===== src/rs_div_pkg.sv =====
package rs_div_pkg;

    localparam int TAG_W  = 8;  // physical register tag
    localparam int DATA_W = 32;
    localparam int PC_W   = 32;

    typedef enum logic [3:0] {
        OP_DIV  = 4'b0100,  // signed quotient
        OP_DIVU = 4'b0101,
        OP_REM  = 4'b0110,  // signed remainder
        OP_REMU = 4'b0111
    } div_op_e;

    localparam int BUS_COUNT = 4;

    // lower index wins when several buses carry the same tag
    localparam int BUS_ALU  = 0;
    localparam int BUS_MUL  = 1;
    localparam int BUS_DIV  = 2;
    localparam int BUS_LOAD = 3;

endpackage


===== src/rs_tag_match.sv =====
`timescale 1ns/1ns

module rs_tag_match (
    input  logic [rs_div_pkg::TAG_W-1:0]  tag,
    input  logic                          in_ready,
    input  logic [rs_div_pkg::DATA_W-1:0] in_data,
    input  logic                          alu_valid,
    input  logic [rs_div_pkg::TAG_W-1:0]  alu_dest,
    input  logic [rs_div_pkg::DATA_W-1:0] alu_result,
    input  logic                          mul_valid,
    input  logic [rs_div_pkg::TAG_W-1:0]  mul_dest,
    input  logic [rs_div_pkg::DATA_W-1:0] mul_result,
    input  logic                          div_valid,
    input  logic [rs_div_pkg::TAG_W-1:0]  div_dest,
    input  logic [rs_div_pkg::DATA_W-1:0] div_result,
    input  logic                          load_valid,
    input  logic [rs_div_pkg::TAG_W-1:0]  load_tag,
    input  logic [rs_div_pkg::DATA_W-1:0] load_data,
    output logic                          out_ready,
    output logic [rs_div_pkg::DATA_W-1:0] out_data
);

    logic [rs_div_pkg::BUS_COUNT-1:0] bus_valid;
    logic [rs_div_pkg::TAG_W-1:0]     bus_tag  [rs_div_pkg::BUS_COUNT];
    logic [rs_div_pkg::DATA_W-1:0]    bus_data [rs_div_pkg::BUS_COUNT];

    assign bus_valid[rs_div_pkg::BUS_ALU]  = alu_valid;
    assign bus_valid[rs_div_pkg::BUS_MUL]  = mul_valid;
    assign bus_valid[rs_div_pkg::BUS_DIV]  = div_valid;
    assign bus_valid[rs_div_pkg::BUS_LOAD] = load_valid;

    assign bus_tag[rs_div_pkg::BUS_ALU]  = alu_dest;
    assign bus_tag[rs_div_pkg::BUS_MUL]  = mul_dest;
    assign bus_tag[rs_div_pkg::BUS_DIV]  = div_dest;
    assign bus_tag[rs_div_pkg::BUS_LOAD] = load_tag;

    assign bus_data[rs_div_pkg::BUS_ALU]  = alu_result;
    assign bus_data[rs_div_pkg::BUS_MUL]  = mul_result;
    assign bus_data[rs_div_pkg::BUS_DIV]  = div_result;
    assign bus_data[rs_div_pkg::BUS_LOAD] = load_data;

    always_comb begin
        out_ready = in_ready;
        out_data  = in_data;
        if (!in_ready) begin
            // scan down so the highest priority bus is applied last
            for (int b = rs_div_pkg::BUS_COUNT - 1; b >= 0; b--) begin
                if (bus_valid[b] && bus_tag[b] == tag) begin
                    out_ready = 1'b1;
                    out_data  = bus_data[b];
                end
            end
        end
    end

endmodule


===== config.mk =====
export PLATFORM = sky130hd
export DESIGN_NAME = rs_tag_match
export DESIGN_NICKNAME = d
export VERILOG_FILES = /design/src/rs_div_pkg.sv /design/src/rs_tag_match.sv
export SDC_FILE = /design/constraint.sdc
export NUM_CORES = 1
export LEC_CHECK = 0
export ABC_AREA = 1
export BUFFER_PORTS_ARGS = -buffer_cell sky130_fd_sc_hd__buf_2
export CAP_MARGIN = 40
export CORE_MARGIN = 8
export CORE_UTILIZATION = 41
export DETAILED_ROUTE_END_ITERATION = 8
export GPL_ROUTABILITY_DRIVEN = 0
export PLACE_DENSITY = 0.84
export SLEW_MARGIN = 10
export SYNTH_ARGS = -nofsm -noshare
export SYNTH_HDL_FRONTEND = slang
export SYNTH_SLANG_ARGS = --single-unit

===== constraint.sdc =====
create_clock -name vclk -period 1.84
set_input_delay 0.276 -clock vclk [all_inputs]
set_output_delay 0.276 -clock vclk [all_outputs]
set_load 0.02 [all_outputs]

==> impl_metrics.ini <==
[sta]
min_period_over_period_pct = 118
drv_slew = 0
finalSetupViolations = 33
finalCriticalPeriod_ns = 2.17
timing.final.ws_setup_ns = -0.327
worst_pin_slew_ns = 0.287
fmax_mhz = 461
relSlewSlack_pct = 80.8
rsz0062_at_grt = yes
hold_viol = 0

[power_and_ir_drop]
switching_share_pct = 52.6
ir_worst_vdd_mv = 0.199
power_frac_clock_pct = 0
total_power_mw = 1.24
power_frac_seq_pct = 0
p_per_area_mw_per_mm2 = 216
p_sw_uw = 653
p_int_uw = 588
p_comb_share_pct = 100.0
power_leakage_nw = 3.30

[routing]
drt_iter0_markers = 429
wl_per_cell_um = 19.3
drc = 0
wirelength_mm = 19.3
via_count = 5605
via_per_inst = 5.62
postRouteAntennaNets = 0
firstDrtPassIters = 5

[die]
core_region_area_mm2 = 0.00683
io_pins = 238
fp.dieArea_mm2 = 0.0100
start_util_pct = 42.4
fp-row-count = 30
fp.dieW_um = 100
fp.dieH_um = 100

[cts]
cts_hold_buf = 0

[setup_path]
critPathArrivalTime_ns = 1.89
crit_path_max_fanout = 11
critPathRequiredTime_ns = 1.56
criticalPathCategory = input pin to output port
cp_cell_sequence = buf_8, inv_8, nand2_2, nand2_1, nor2_2, nand2_2, nor2_4, clkbuf_16, nand3_1, nand2_1, nor2_1, nor2_1, a21oi_2, buf_6
crit_family = simple AND/OR/NAND/NOR gates
critPathLaunchType = input pin
cp_num_buf_inv = 4
slowest_delay_ns = 0.24
slowest_stage = nor2_4
end_kind = output port

[outcome]
status = complete, but fails checks
failed_checks = negative setup slack

[placed_design]
io_buffers = 238
place_ws_ns = -0.271
place_area_mm2 = 0.00436
dp_hpwl_mm = 11.4
dp.cells = 974

[final_layout]
fill_cells = 425
final_nets = 1109
syn_to_final_growth_pct = 98.0
instances_no_fill = 998
ff_latch_area_um2 = 0
final_cell_area_mm2 = 0.00573
antenna_cells = 0
final_util_pct = 83.9
num-clock-buffers = 0
seq_cell_count = 0
drive_gt1_share_pct = 50.8

[global_route]
gr-total-overflow = 0
grt_pass1_vias = 5127
grt_use_total_pct = 29.2
grt_pass1_wl_mm = 24.0
grt_max_degree = 45
grt_antenna_before_repair = 1

[yosys]
ys_seq_area_share_pct = 0
netlist_area_mm2 = 0.00290
synth.avg_cell_area_um2 = 4.57
yosysWarnings = 0
synth_cell_types = 30
synthesis.nets = 839
postSynthCellCount = 634

[run]
max-cap-violations = 0

[min_path]
hold_path_class = input pin to output port
## cell usage in the layout (no fill, tap or decap), drive strengths merged
cell type	synthesis	final
inv	83	83
clkbuf	6	8
a21oi	33	33
clkinv	1	2
xnor2	4	4
or2	2	2
nor3b	1	1
nand4	3	3
buf	26	291
a21boi	3	3
xor2	4	4
and3	1	1
nor3	1	1
nand3	67	67
o21ai	23	23
nor2	66	66
nand2	310	310
## worst min-delay path, stage by stage
cell and delay [ns]:
buf_2 0.09, nand2_1 0.05, nand2_1 0.06, buf_6 0.11
## routing by layer
metal	vias to the layer above	GRT usage (%)	wire, µm
met5	-	0	13
met4	2	13.0	1420
met3	162	8.24	2470
met2	520	53.5	9210
met1	2443	30.0	6150
li1	2478	-	-
## cells by family after synthesis
| group | count (synthesis) | share of synthesized area (%) |
|---|---|---|
| buffers and inverters | 116 | 19.9 |
| AOI/OAI and AO/OA | 59 | 12.0 |
| xor gates and xnor gates | 8 | 2.94 |
| and+or+nand+nor | 451 | 65.1 |
## Yosys cell counts (2+ instances only)
library cell    n  area, µm²
nand3_2         3       30.0
buf_6          13        146
inv_2          11       41.3
xor2_1          4       35.0
a21oi_1        21        105
xnor2_1         2       17.5
o21ai_1         9       45.0
nand2_1       297       1110
o21ai_0        14       70.1
nor2_1         59        221
a21oi_2        12        105
inv_1          71        267
buf_2           8       40.0
or2_1           2       12.5
nor2_2          3       18.8
nand4_1         3       18.8
nand3_1        64        320
nand2_2        13       81.3
a21boi_1        2       15.0
nor2_4          4       45.0
xnor2_2         2       32.5
buf_4           4       30.0
clkbuf_1        6       22.5
## worst paths after layout
kind	end	from	depth (start not counted)	slack [ns]
hold / removal	out_data[8]	in_data[8]	4	0.86
setup / recovery	out_data[3]	tag[3]	14	-0.33
## area by class of cell
cell class / instances / area (µm²) / area share [%]
inverter: 84 / 355 / 6.20
multi-input combinational: 518 / 2840 / 49.6
tap: 96 / 120 / 2.09
timing repair buffer: 299 / 2410 / 42.0
timing repair inverter: 1 / 6.26 / 0.109
## repair_timing
| item | CTS | global route |
|---|---|---|
| buffers inserted | 7 | 4 |
| pin swaps | 98 | 66 |
| resized for setup | 157 | 113 |
| gates cloned | 6 | 8 |
| setup endpoints to repair | 33 | 33 |
## metrics by stage
step           hold WS [ns]  setup TNS (ns)
6_report              0.860           -7.15
5_1_grt               0.884          -10.16
4_1_cts               0.864           -3.92
3_5_place_dp          0.889           -7.67
3_3_place_gp          0.888           -7.19
2_1_floorplan         0.718               0
## power by group through the flow
stage | registers, mW | clock network [mW] | logic [mW]
final | 0 | 0 | 1.24
after global routing | 0 | 0 | 1.31
after global placement | 0 | 0 | 0.827
after floorplan | 0 | 0 | 0.436
after CTS | 0 | 0 | 1.07
after detailed placement | 0 | 0 | 0.836
Note: power is estimated with default switching activity, not from simulation.
